===== src/logic/hockey_pkg.sv =====
package hockey_pkg;

    typedef logic [2:0] coord_t;   // row or column on the 5x5 grid
    typedef logic [1:0] score_t;

    localparam coord_t GRID_MAX = 3'd4;
    localparam coord_t COL_A    = 3'd0;   // goal line of player A
    localparam coord_t COL_B    = 3'd4;   // goal line of player B

    typedef enum logic [1:0] {
        AIM_STRAIGHT = 2'b00,
        AIM_UP       = 2'b01,   // row rises
        AIM_DOWN     = 2'b10    // row falls, 2'b11 acts as straight
    } aim_t;

    typedef enum logic {
        PLAYER_A = 1'b0,
        PLAYER_B = 1'b1
    } player_t;

    typedef enum logic [2:0] {
        PH_IDLE,
        PH_FACEOFF,
        PH_SERVE,
        PH_TRAVEL,
        PH_RESPOND,
        PH_GOAL,
        PH_OVER
    } phase_t;

    localparam logic KIND_SERVE  = 1'b0;
    localparam logic KIND_RETURN = 1'b1;

    typedef struct packed {
        logic   press;
        aim_t   aim;
        coord_t row;
    } paddle_t;

    typedef struct packed {
        coord_t x;
        coord_t y;
    } puck_pos_t;

    typedef struct packed {
        logic    kind;   // serve or return
        player_t side;   // who strikes
        aim_t    aim;
        coord_t  row;
    } strike_t;

endpackage


===== src/logic/pace_timer.sv =====
`timescale 1ns/1ps

module pace_timer #(
    parameter int TICKS = 100
) (
    input  logic clk,
    input  logic rst,
    input  logic restart,
    output logic tick
);

    localparam int CW = (TICKS > 1) ? $clog2(TICKS) : 1;
    localparam logic [CW-1:0] LAST = CW'(TICKS - 1);

    logic [CW-1:0] count;

    // wrap cycle of the period
    assign tick = (count == LAST);

    always_ff @(posedge clk or posedge rst) begin
        if (rst) begin
            count <= '0;
        end else if (restart) begin
            count <= '0;   // phase entry starts a fresh period
        end else if (tick) begin
            count <= '0;
        end else begin
            count <= count + 1'b1;
        end
    end

endmodule


===== src/logic/puck_mover.sv =====
`timescale 1ns/1ps

module puck_mover import hockey_pkg::*; (
    input  logic      clk,
    input  logic      rst,
    input  logic      strike_valid,
    input  strike_t   strike,
    input  logic      step,
    output puck_pos_t puck,
    output logic      arrived
);

    puck_pos_t pos_q;
    aim_t      aim_q;
    coord_t    goal_q;      // goal column the puck is heading to

    logic      is_return;
    aim_t      src_aim;
    coord_t    src_goal;
    puck_pos_t moved;
    aim_t      moved_aim;

    function automatic coord_t home_col(player_t p);
        return (p == PLAYER_A) ? COL_A : COL_B;
    endfunction

    function automatic coord_t far_col(player_t p);
        return (p == PLAYER_A) ? COL_B : COL_A;
    endfunction

    // a return steps at once with the new aim and heading
    assign is_return = strike_valid && (strike.kind == KIND_RETURN);
    assign src_aim   = is_return ? strike.aim : aim_q;
    assign src_goal  = is_return ? far_col(strike.side) : goal_q;

    always_comb begin
        moved.x   = (src_goal > pos_q.x) ? pos_q.x + 3'd1 : pos_q.x - 3'd1;
        moved.y   = pos_q.y;
        moved_aim = src_aim;
        case (src_aim)
            AIM_UP: begin
                if (pos_q.y >= GRID_MAX) begin
                    moved_aim = AIM_DOWN;       // top wall
                    moved.y   = pos_q.y - 3'd1;
                end else begin
                    moved.y = pos_q.y + 3'd1;
                end
            end
            AIM_DOWN: begin
                if (pos_q.y == '0) begin
                    moved_aim = AIM_UP;         // bottom wall
                    moved.y   = pos_q.y + 3'd1;
                end else begin
                    moved.y = pos_q.y - 3'd1;
                end
            end
            default: begin
                moved.y = pos_q.y;              // straight
            end
        endcase
    end

    always_ff @(posedge clk or posedge rst) begin
        if (rst) begin
            pos_q  <= '0;
            aim_q  <= AIM_STRAIGHT;
            goal_q <= COL_B;
        end else if (strike_valid) begin
            goal_q <= far_col(strike.side);
            if (strike.kind == KIND_SERVE) begin
                pos_q.x <= home_col(strike.side);
                pos_q.y <= strike.row;
                aim_q   <= strike.aim;
            end else begin
                pos_q <= moved;
                aim_q <= moved_aim;
            end
        end else if (step) begin
            pos_q <= moved;
            aim_q <= moved_aim;
        end
    end

    assign puck = pos_q;

    // step that lands on the far goal line
    assign arrived = step && !strike_valid && (moved.x == goal_q);

endmodule


===== src/logic/rink_ctrl.sv =====
`timescale 1ns/1ps

module rink_ctrl import hockey_pkg::*; #(
    parameter int TICKS     = 100,
    parameter int WIN_SCORE = 3
) (
    input  logic      clk,
    input  logic      rst,
    input  paddle_t   paddle_a,
    input  paddle_t   paddle_b,
    input  logic      tick,
    input  puck_pos_t puck,
    input  logic      arrived,
    output logic      restart,
    output logic      step,
    output logic      strike_valid,
    output strike_t   strike,
    output score_t    score_a,
    output score_t    score_b,
    output logic      game_over,
    output player_t   winner
);

    if (TICKS < 1 || WIN_SCORE < 1 || WIN_SCORE > 3) begin : g_param_check
        $error("rink_ctrl: TICKS must be >= 1 and WIN_SCORE within 1..3");
    end

    phase_t  phase;
    phase_t  phase_nxt;
    player_t side;          // server until the serve, attacker after it
    player_t other;
    paddle_t own_pad;
    paddle_t opp_pad;
    logic    in_respond;
    logic    start_ok;
    logic    serve_ok;
    logic    return_ok;
    logic    win_reached;

    assign other   = (side == PLAYER_A) ? PLAYER_B : PLAYER_A;
    assign own_pad = (side == PLAYER_A) ? paddle_a : paddle_b;
    assign opp_pad = (side == PLAYER_A) ? paddle_b : paddle_a;

    assign in_respond  = (phase == PH_RESPOND);
    assign start_ok    = paddle_a.press ^ paddle_b.press;   // exactly one player
    assign serve_ok    = own_pad.press && (own_pad.row <= GRID_MAX);
    assign return_ok   = opp_pad.press && (opp_pad.row == puck.y);
    assign win_reached = (score_a == score_t'(WIN_SCORE)) ||
                         (score_b == score_t'(WIN_SCORE));

    always_comb begin
        phase_nxt = phase;
        case (phase)
            PH_IDLE: begin
                if (start_ok) begin
                    phase_nxt = PH_FACEOFF;
                end
            end
            PH_FACEOFF: begin
                if (tick) begin
                    phase_nxt = PH_SERVE;
                end
            end
            PH_SERVE: begin
                if (serve_ok) begin
                    phase_nxt = PH_TRAVEL;
                end
            end
            PH_TRAVEL: begin
                if (arrived) begin
                    phase_nxt = PH_RESPOND;
                end
            end
            PH_RESPOND: begin
                if (return_ok) begin
                    phase_nxt = PH_TRAVEL;
                end else if (tick) begin
                    phase_nxt = PH_GOAL;    // window closed
                end
            end
            PH_GOAL: begin
                if (tick) begin
                    phase_nxt = win_reached ? PH_OVER : PH_SERVE;
                end
            end
            default: begin
                phase_nxt = PH_OVER;        // end state holds
            end
        endcase
    end

    // restart on every phase entry so each phase gets a full period
    assign restart      = (phase_nxt != phase);
    assign step         = (phase == PH_TRAVEL) && tick;
    assign strike_valid = ((phase == PH_SERVE) && serve_ok) || (in_respond && return_ok);

    always_comb begin
        strike.kind = in_respond ? KIND_RETURN : KIND_SERVE;
        strike.side = in_respond ? other : side;
        strike.aim  = in_respond ? opp_pad.aim : own_pad.aim;
        strike.row  = in_respond ? opp_pad.row : own_pad.row;
    end

    assign game_over = (phase == PH_OVER);

    always_ff @(posedge clk or posedge rst) begin
        if (rst) begin
            phase   <= PH_IDLE;
            side    <= PLAYER_A;
            score_a <= '0;
            score_b <= '0;
            winner  <= PLAYER_A;
        end else begin
            phase <= phase_nxt;
            case (phase)
                PH_IDLE: begin
                    if (start_ok) begin
                        side <= paddle_a.press ? PLAYER_A : PLAYER_B;
                    end
                end
                PH_RESPOND: begin
                    if (return_ok) begin
                        side <= other;              // defender now attacks
                    end else if (tick) begin
                        if (side == PLAYER_A) begin
                            score_a <= score_a + 2'd1;
                        end else begin
                            score_b <= score_b + 2'd1;
                        end
                        side <= other;              // scored upon serves next
                    end
                end
                PH_GOAL: begin
                    if (tick && win_reached) begin
                        winner <= other;            // side already flipped
                    end
                end
                default: begin
                end
            endcase
        end
    end

endmodule


===== src/logic/hockey_top.sv =====
`timescale 1ns/1ps

module hockey_top import hockey_pkg::*; #(
    parameter int TICKS     = 100,
    parameter int WIN_SCORE = 3
) (
    input  logic      clk,
    input  logic      rst,
    input  paddle_t   paddle_a,
    input  paddle_t   paddle_b,
    output puck_pos_t puck,
    output score_t    score_a,
    output score_t    score_b,
    output logic      game_over,
    output player_t   winner
);

    logic    tick;
    logic    restart;
    logic    step;
    logic    strike_valid;
    logic    arrived;
    strike_t strike;

    rink_ctrl #(
        .TICKS     (TICKS),
        .WIN_SCORE (WIN_SCORE)
    ) i_ctrl (
        .clk          (clk),
        .rst          (rst),
        .paddle_a     (paddle_a),
        .paddle_b     (paddle_b),
        .tick         (tick),
        .puck         (puck),
        .arrived      (arrived),
        .restart      (restart),
        .step         (step),
        .strike_valid (strike_valid),
        .strike       (strike),
        .score_a      (score_a),
        .score_b      (score_b),
        .game_over    (game_over),
        .winner       (winner)
    );

    pace_timer #(
        .TICKS (TICKS)
    ) i_timer (
        .clk     (clk),
        .rst     (rst),
        .restart (restart),
        .tick    (tick)
    );

    puck_mover i_puck (
        .clk          (clk),
        .rst          (rst),
        .strike_valid (strike_valid),
        .strike       (strike),
        .step         (step),
        .puck         (puck),
        .arrived      (arrived)
    );

endmodule


===== config.mk =====
export PLATFORM = sky130hd
export DESIGN_NAME = hockey_top
export DESIGN_NICKNAME = d
export VERILOG_FILES = /design/src/logic/hockey_pkg.sv /design/src/logic/pace_timer.sv /design/src/logic/puck_mover.sv /design/src/logic/rink_ctrl.sv /design/src/logic/hockey_top.sv
export SDC_FILE = /design/constraint.sdc
export NUM_CORES = 1
export LEC_CHECK = 0
export BUFFER_PORTS_ARGS = -buffer_cell sky130_fd_sc_hd__buf_4
export CORE_MARGIN = 10
export CORE_UTILIZATION = 40
export CTS_CLUSTER_DIAMETER = 120
export DETAILED_ROUTE_END_ITERATION = 10
export PLACE_DENSITY = 0.64
export REMOVE_ABC_BUFFERS = 1
export SYNTH_ARGS = -nofsm -noshare
export SYNTH_HDL_FRONTEND = slang
export SYNTH_SLANG_ARGS = --single-unit
export TNS_END_PERCENT = 30

===== constraint.sdc =====
create_clock -name clk -period 3.4 [get_ports clk]
set_input_delay 0.68 -clock clk [delete_from_list [all_inputs] [get_ports clk]]
set_output_delay 0.68 -clock clk [all_outputs]
set_load 0.01 [all_outputs]

# ---- Word level (Yosys, flattened, before mapping)
# Cells that the tools add are included.
dict set report op_classes {
  n_addsub 7
  magnitude_cmp 3
  n_eq_ne 16
  n_mux 40
  n_bitwise 3
  reduce_logical 20
}
# cell n
set ops {}
lappend ops {{$mux 3} 15}
lappend ops {{$mux 6} 5}
lappend ops {{$pmux 3 s6} 1}
lappend ops {{$mux 2} 7}
lappend ops {{$mux 7} 2}
lappend ops {{$eq 3x3->1 const B} 3}
lappend ops {{$logic_and 1x1->1} 9}
lappend ops {{$reduce_and 4->1} 2}
lappend ops {{$add 7x1->7 const B} 1}
lappend ops {{$eq 7x7->1 const B} 1}
lappend ops {{$mux 1} 7}
lappend ops {{$add 3x1->3 const B} 2}
lappend ops {{$eq 2x2->1 const B} 3}
lappend ops {{$eq 3x2->1 const B} 2}
lappend ops {{$eq 3x3->1} 2}
lappend ops {{$logic_not 3->1} 2}
lappend ops {{$pmux 3 s2} 1}
lappend ops {{$sub 3x1->3 const B} 2}
lappend ops {{$add 2x1->2 const B} 2}
lappend ops {{$pmux 2 s2} 1}
lappend ops {{$reduce_bool 2->1} 2}
lappend ops {{$eq 3x1->1 const B} 1}
lappend ops {{$ge 3x3->1 const B} 1}
lappend ops {{$gt 3x3->1} 1}
lappend ops {{12 further kinds} 14}
dict set report word_totals {
  regBits 27
  in_bits 14
}

# ---- Depth between registers and ports, before layout
dict set report depth {
  ltp_word 15
  ltp_mapped 15
}

# ---- By module
# From an unflattened synthesis, not the netlist that was laid out.
dict set report unflattened {
  hier_cells 212
  area_unflattened_um2 1963.1
}
# mod instances cells_per_inst area_each_um2
set modules_own_cells {}
lappend modules_own_cells {puck_mover 1 99 868.3}
lappend modules_own_cells {rink_ctrl 1 81 763.2}
lappend modules_own_cells {pace_timer 1 32 331.6}

# ---- Worst setup path after synthesis
# OpenSTA, ideal clock, no wires.
dict set report synth_path {
  path_type {in2reg}
  from {input paddle_b[1] in the netlist's numbering}
  to {register i_ctrl.phase[2]}
  arrival_time_ns 3.265
  slack_ns 0.016
  stages 13
  path_buffers 1
  path_cell_list {xor2_1 o32ai_1 nand4b_1 buf_2 mux2_2 ha_1 inv_1 o31ai_2 fa_1 xnor3_1 nand2_1 nor2_1 a21o_1}
}
dict set report synth_between {
  elab_chain_len 13
  elab_cells_between_ends 21
  classes_between {2 x order compare; 2 x eq/ne; 8 x mux; 9 x reduce/logical}
}
# item line_no
set synth_rtl {}
lappend synth_rtl {{start, declared} hockey_top.sv:10} ;# input paddle_t paddle_b,
lappend synth_rtl {{$mux 6, on equally long branches} {rink_ctrl.sv:41, rink_ctrl.sv:42}}
lappend synth_rtl {{$le 3x3->1 or $eq 3x3->1 (tied branches)} {rink_ctrl.sv:46, rink_ctrl.sv:47}}
lappend synth_rtl {{$logic_and 1x1->1, on equally long branches} {rink_ctrl.sv:46, rink_ctrl.sv:47}}
lappend synth_rtl {{$logic_and 1x1->1} rink_ctrl.sv:95} ;# assign strike_valid = ((phase == PH_SERVE) && serve_ok) || (in_respond && return_ok);
lappend synth_rtl {{$logic_or 1x1->1} rink_ctrl.sv:95}
lappend synth_rtl {{$logic_and 1x1->1} puck_mover.sv:32} ;# assign is_return = strike_valid && (strike.kind == KIND_RETURN);
lappend synth_rtl {{$mux 3} puck_mover.sv:34} ;# assign src_goal = is_return ? far_col(strike.side) : goal_q;
lappend synth_rtl {{$gt 3x3->1} puck_mover.sv:37} ;# moved.x = (src_goal > pos_q.x) ? pos_q.x + 3'd1 : pos_q.x - 3'd1;
lappend synth_rtl {{$mux 3} puck_mover.sv:37}
lappend synth_rtl {{$eq 3x3->1} puck_mover.sv:87} ;# assign arrived = step && !strike_valid && (moved.x == goal_q);
lappend synth_rtl {{$logic_and 1x1->1} puck_mover.sv:87}
lappend synth_rtl {{$mux 3} rink_ctrl.sv:70} ;# if (arrived) begin
lappend synth_rtl {{$pmux 3 s6 (*)} rink_ctrl.sv:53} ;# case (phase)
lappend synth_rtl {{net i_ctrl.phase_nxt[2]} rink_ctrl.sv:29} ;# phase_t phase_nxt;
lappend synth_rtl {{end signal, assigned} rink_ctrl.sv:114} ;# phase <= phase_nxt;
lappend synth_rtl {{end, declared} rink_ctrl.sv:28} ;# phase_t phase;
# Mark *: on every way through the listed nets, which the timed path passes. The rest lies on a longest branch.
# A chain may end at the register's enable or synchronous reset.

# ---- Worst setup path after layout
dict set report layout_path {
  from {input paddle_b[1] in the netlist's numbering}
  to {register i_ctrl.phase[0]}
}
# The elaborated chain is that of the path after synthesis.

==> summary.txt <==
run status = completed
post-synthesis share of cell area spent on and, or, nand and nor gates = 0.197
delay-heaviest family, CP = compound AO/OA/AOI/OAI gates
largest net degree at the start of global routing = 26
clock insertion delay at the later pin of the skew report = 0.28 ns
number of filler cells placed in the layout = 445
sequential fraction of the synthesis area = 0.334
remaining design rule violation count = 0
sequential cell area in the final layout = 628 µm²
CTS root buf = sky130_fd_sc_hd__clkbuf_8
final hold viol count = 0
synthesized-area fraction occupied by xor and xnor cells = 0.0866
type of the most critical hold path = reg -> reg
routability congestion estimate = 0.792
post-detail-place hpwl = 3080 µm
most used flip-flop cell after synthesis = sky130_fd_sc_hd__dfrtp_1
Synth Area per Inst = 9.49 µm²
GR Overflow Total = 0
Antenna Nets Post-Route = 0
total instance count after detailed placement = 271
total via count after detailed routing = 1,502
power share of the sequential group = 0.523
Worst Skew = 0.00157 ns
Syn-to-layout area delta = 15.1%
net switching share of the total power = 0.276
slowest cell on the critical path = sky130_fd_sc_hd__xnor3_1
static leakage = 0.999 nW
share of synthesized cell area in full adder, half adder and majority cells = 0.0839
stage delay of the slowest cell on the critical path = 0.39 ns
cells after synthesis = 198
fin area = 0.00216 mm²
Initial Util = 0.423
relative contribution of the clock network to total power = 0.315
placed cell area = 0.00211 mm²
switching power = 0.166 mW
Die Area = 0.00784 mm²
worst path required time = 3.60 ns
boundary pin count = 26
internal power summed over all cells = 0.435 mW
number of synthesized flops with an enable pin = 0
first-pass detailed-route iteration total = 4
# Max-Cap Violations = 0
number of input and output port buffers inserted = 25
wire length of the first global-routing pass = 6890 µm
number of storage elements in the synthesis netlist = 25
vertical die dimension = 88.5 µm
cells along the critical path = buf_4 -> xor2_1 -> o32ai_1 -> nand4b_1 -> mux2_2 -> ha_1 -> inv_1 -> o31ai_2 -> fa_1 -> xnor3_1 -> nand2_1 -> nor2_1 -> o31ai_1
Achievable Freq = 326 MHz
area fraction in compound gates after synthesis = 0.170
async set-reset flop share out of synthesis = 1.00
wire length reported by the detailed router = 4000 µm
clock transition at the registers of the reported paths = 0.09 ns
Worst IR Drop VDD = 0.215 mV
core footprint = 0.00444 mm²
arrival time of data at the critical path endpoint = 3.26 ns
Antenna diodes = 0
CTS hold repair buffers = 0
number of antenna violations at the first check in global routing = 0
Hold WS = 0.508 ns
most frequent cells in the layout = sky130_fd_sc_hd__buf_4 (30), sky130_fd_sc_hd__dfrtp_1 (23), sky130_fd_sc_hd__nor2_1 (16), sky130_fd_sc_hd__nand2_1 (16), sky130_fd_sc_hd__a21oi_1 (14)
pin slew with the least headroom to its limit = 0.992 ns
combinational share of power = 0.163
fraction of layout instances using a drive strength above 1 = 0.233
Num Clock Sinks = 25
CP bufs+invs = 2
unique cell type count in the Yosys netlist = 54
routed length per placed instance = 14.5 µm
cell area after technology mapping = 0.00188 mm²
top fanout value on the critical path = 3
Post-layout nets = 250
largest family of logic cells by synthesized area = simple AND/OR/NAND/NOR gates
crit path launch type = primary input
power per cell area = 278 mW/mm²
pre-CTS setup slack = 0.0525 ns
Critical Path End Type = register
final worst path period share = 0.902
combined global-route utilization of all metal layers = 0.108
buffer levels on the longest clock path = 2
number of cell rows = 24
min cycle time layout = 3.07 ns
TritonCTS clock tree = done
number of global-route vias before repair = 1,496
final setup margin = 0.334 ns
worst setup path category = in -> reg
number of non-filler instances in the completed layout = 275
Via density = 5.46
most common cell after layout, fill and taps aside = sky130_fd_sc_hd__buf_4
die width = 88.5 µm
total CTS buffers = 3
number of slew-limit violations in the final report = 0
area used by multi-input combinational logic = 0.00116 mm²
detailed router's first-iteration violation count = 71
H-Tree Level Count = 1
synth warn = 0
setup repair after global routing missed its margin = no
share of cell area taken by muxes after synthesis = 0.0792
Relative slew margins = 0.338
count of final setup violators = 0
==> Yosys cell counts (3+ instances only) <==
master	instances	area share
sky130_fd_sc_hd__a21oi_1	14	0.037
sky130_fd_sc_hd__nor2_1	16	0.032
sky130_fd_sc_hd__nor3_1	8	0.021
sky130_fd_sc_hd__mux2_2	7	0.042
sky130_fd_sc_hd__mux2i_1	7	0.037
sky130_fd_sc_hd__dfrtp_1	24	0.32
sky130_fd_sc_hd__buf_2	3	0.0080
sky130_fd_sc_hd__ha_1	11	0.073
sky130_fd_sc_hd__xnor2_1	5	0.023
sky130_fd_sc_hd__and3_1	3	0.010
sky130_fd_sc_hd__nand3_1	5	0.013
sky130_fd_sc_hd__xor2_1	11	0.051
sky130_fd_sc_hd__nor2b_1	3	0.010
sky130_fd_sc_hd__inv_1	10	0.020
sky130_fd_sc_hd__o21ai_0	6	0.016
sky130_fd_sc_hd__nand2_1	16	0.032
==> area by class of cell <==
| type | instances | share of cell area |
|---|---|---|
| Tap cell | 52 | 0.0301 |
| Inverter | 10 | 0.0174 |
| Timing Repair Buffer | 30 | 0.104 |
| Clock inverter | 1 | 0.00347 |
| Sequential cell | 25 | 0.290 |
| Clock buffer | 3 | 0.0191 |
| Multi-Input combinational cell | 154 | 0.536 |
==> cells by family after synthesis <==
kind of cell / Yosys count
AND/OR/NAND/NOR: 67
buffers and inverters: 19
adder cells (fa/ha/maj): 12
XOR/XNOR: 17
AO/OA/AOI/OAI: 44
flip-flops: 25
multiplexers: 14
==> flip-flops by register name (all words and copies together), names as in the netlist <==
signal / cells
i_timer.count: 7
i_puck.puck: 6
i_ctrl.phase: 3
i_ctrl.score_a: 2
i_ctrl.score_b: 2
i_puck.aim_q: 2
i_ctrl.side: 1
i_ctrl.winner: 1
i_puck.goal_q: 1
==> final timing paths <==
path	slack (ns)	cells past startpoint	from	to
max in group asynchronous	2.10	2	rst	i_ctrl.side$_DFFE_PP0P_
worst max register to register	0.36	12	i_ctrl.side$_DFFE_PP0P_	i_ctrl.phase[0]$_DFF_PP0_
worst min register to register	0.51	1	i_ctrl.score_a[0]$_DFFE_PP0P_	i_ctrl.score_a[0]$_DFFE_PP0P_
min in group asynchronous	0.63	2	rst	i_timer.count[6]$_DFF_PP0_
worst max-delay path	0.33	13	paddle_b[1]	i_ctrl.phase[0]$_DFF_PP0_
worst min-delay path	0.51	1	i_ctrl.score_a[0]$_DFFE_PP0P_	i_ctrl.score_a[0]$_DFFE_PP0P_
==> timing repair <==
item,in CTS,in global routing
setup endpoints to repair,0,2
setup buffers,0,0
resized for setup,0,1
==> routing by layer <==
metal | routed length [µm] | up-vias | GRT usage
li1 | - | 759 | -
met4 | 68 | 0 | 0.0441
met2 | 1750 | 27 | 0.165
met5 | 0 | - | 0
met3 | 181 | 5 | 0.0211
met1 | 2000 | 711 | 0.146
==> per-stage QoR <==
step	utilization	setup TNS, ns	total power, mW
floorplan	-	-0.254	0.380
global placement	0.476	0	0.416
detailed placement	0.476	0	0.418
CTS	0.486	0	0.607
global route	0.487	0	0.632
finish	0.487	0	0.600
==> power by group through the flow <==
stage	Sequential, mW	Clock (mW)	Combinational [mW]
after floorplan	0.320	0	0.0595
after global placement	0.319	0	0.0968
after detailed placement	0.320	0	0.0983
after CTS	0.314	0.194	0.0988
after global routing	0.316	0.204	0.112
final	0.314	0.189	0.0976
(Power assumes the default switching activity.)
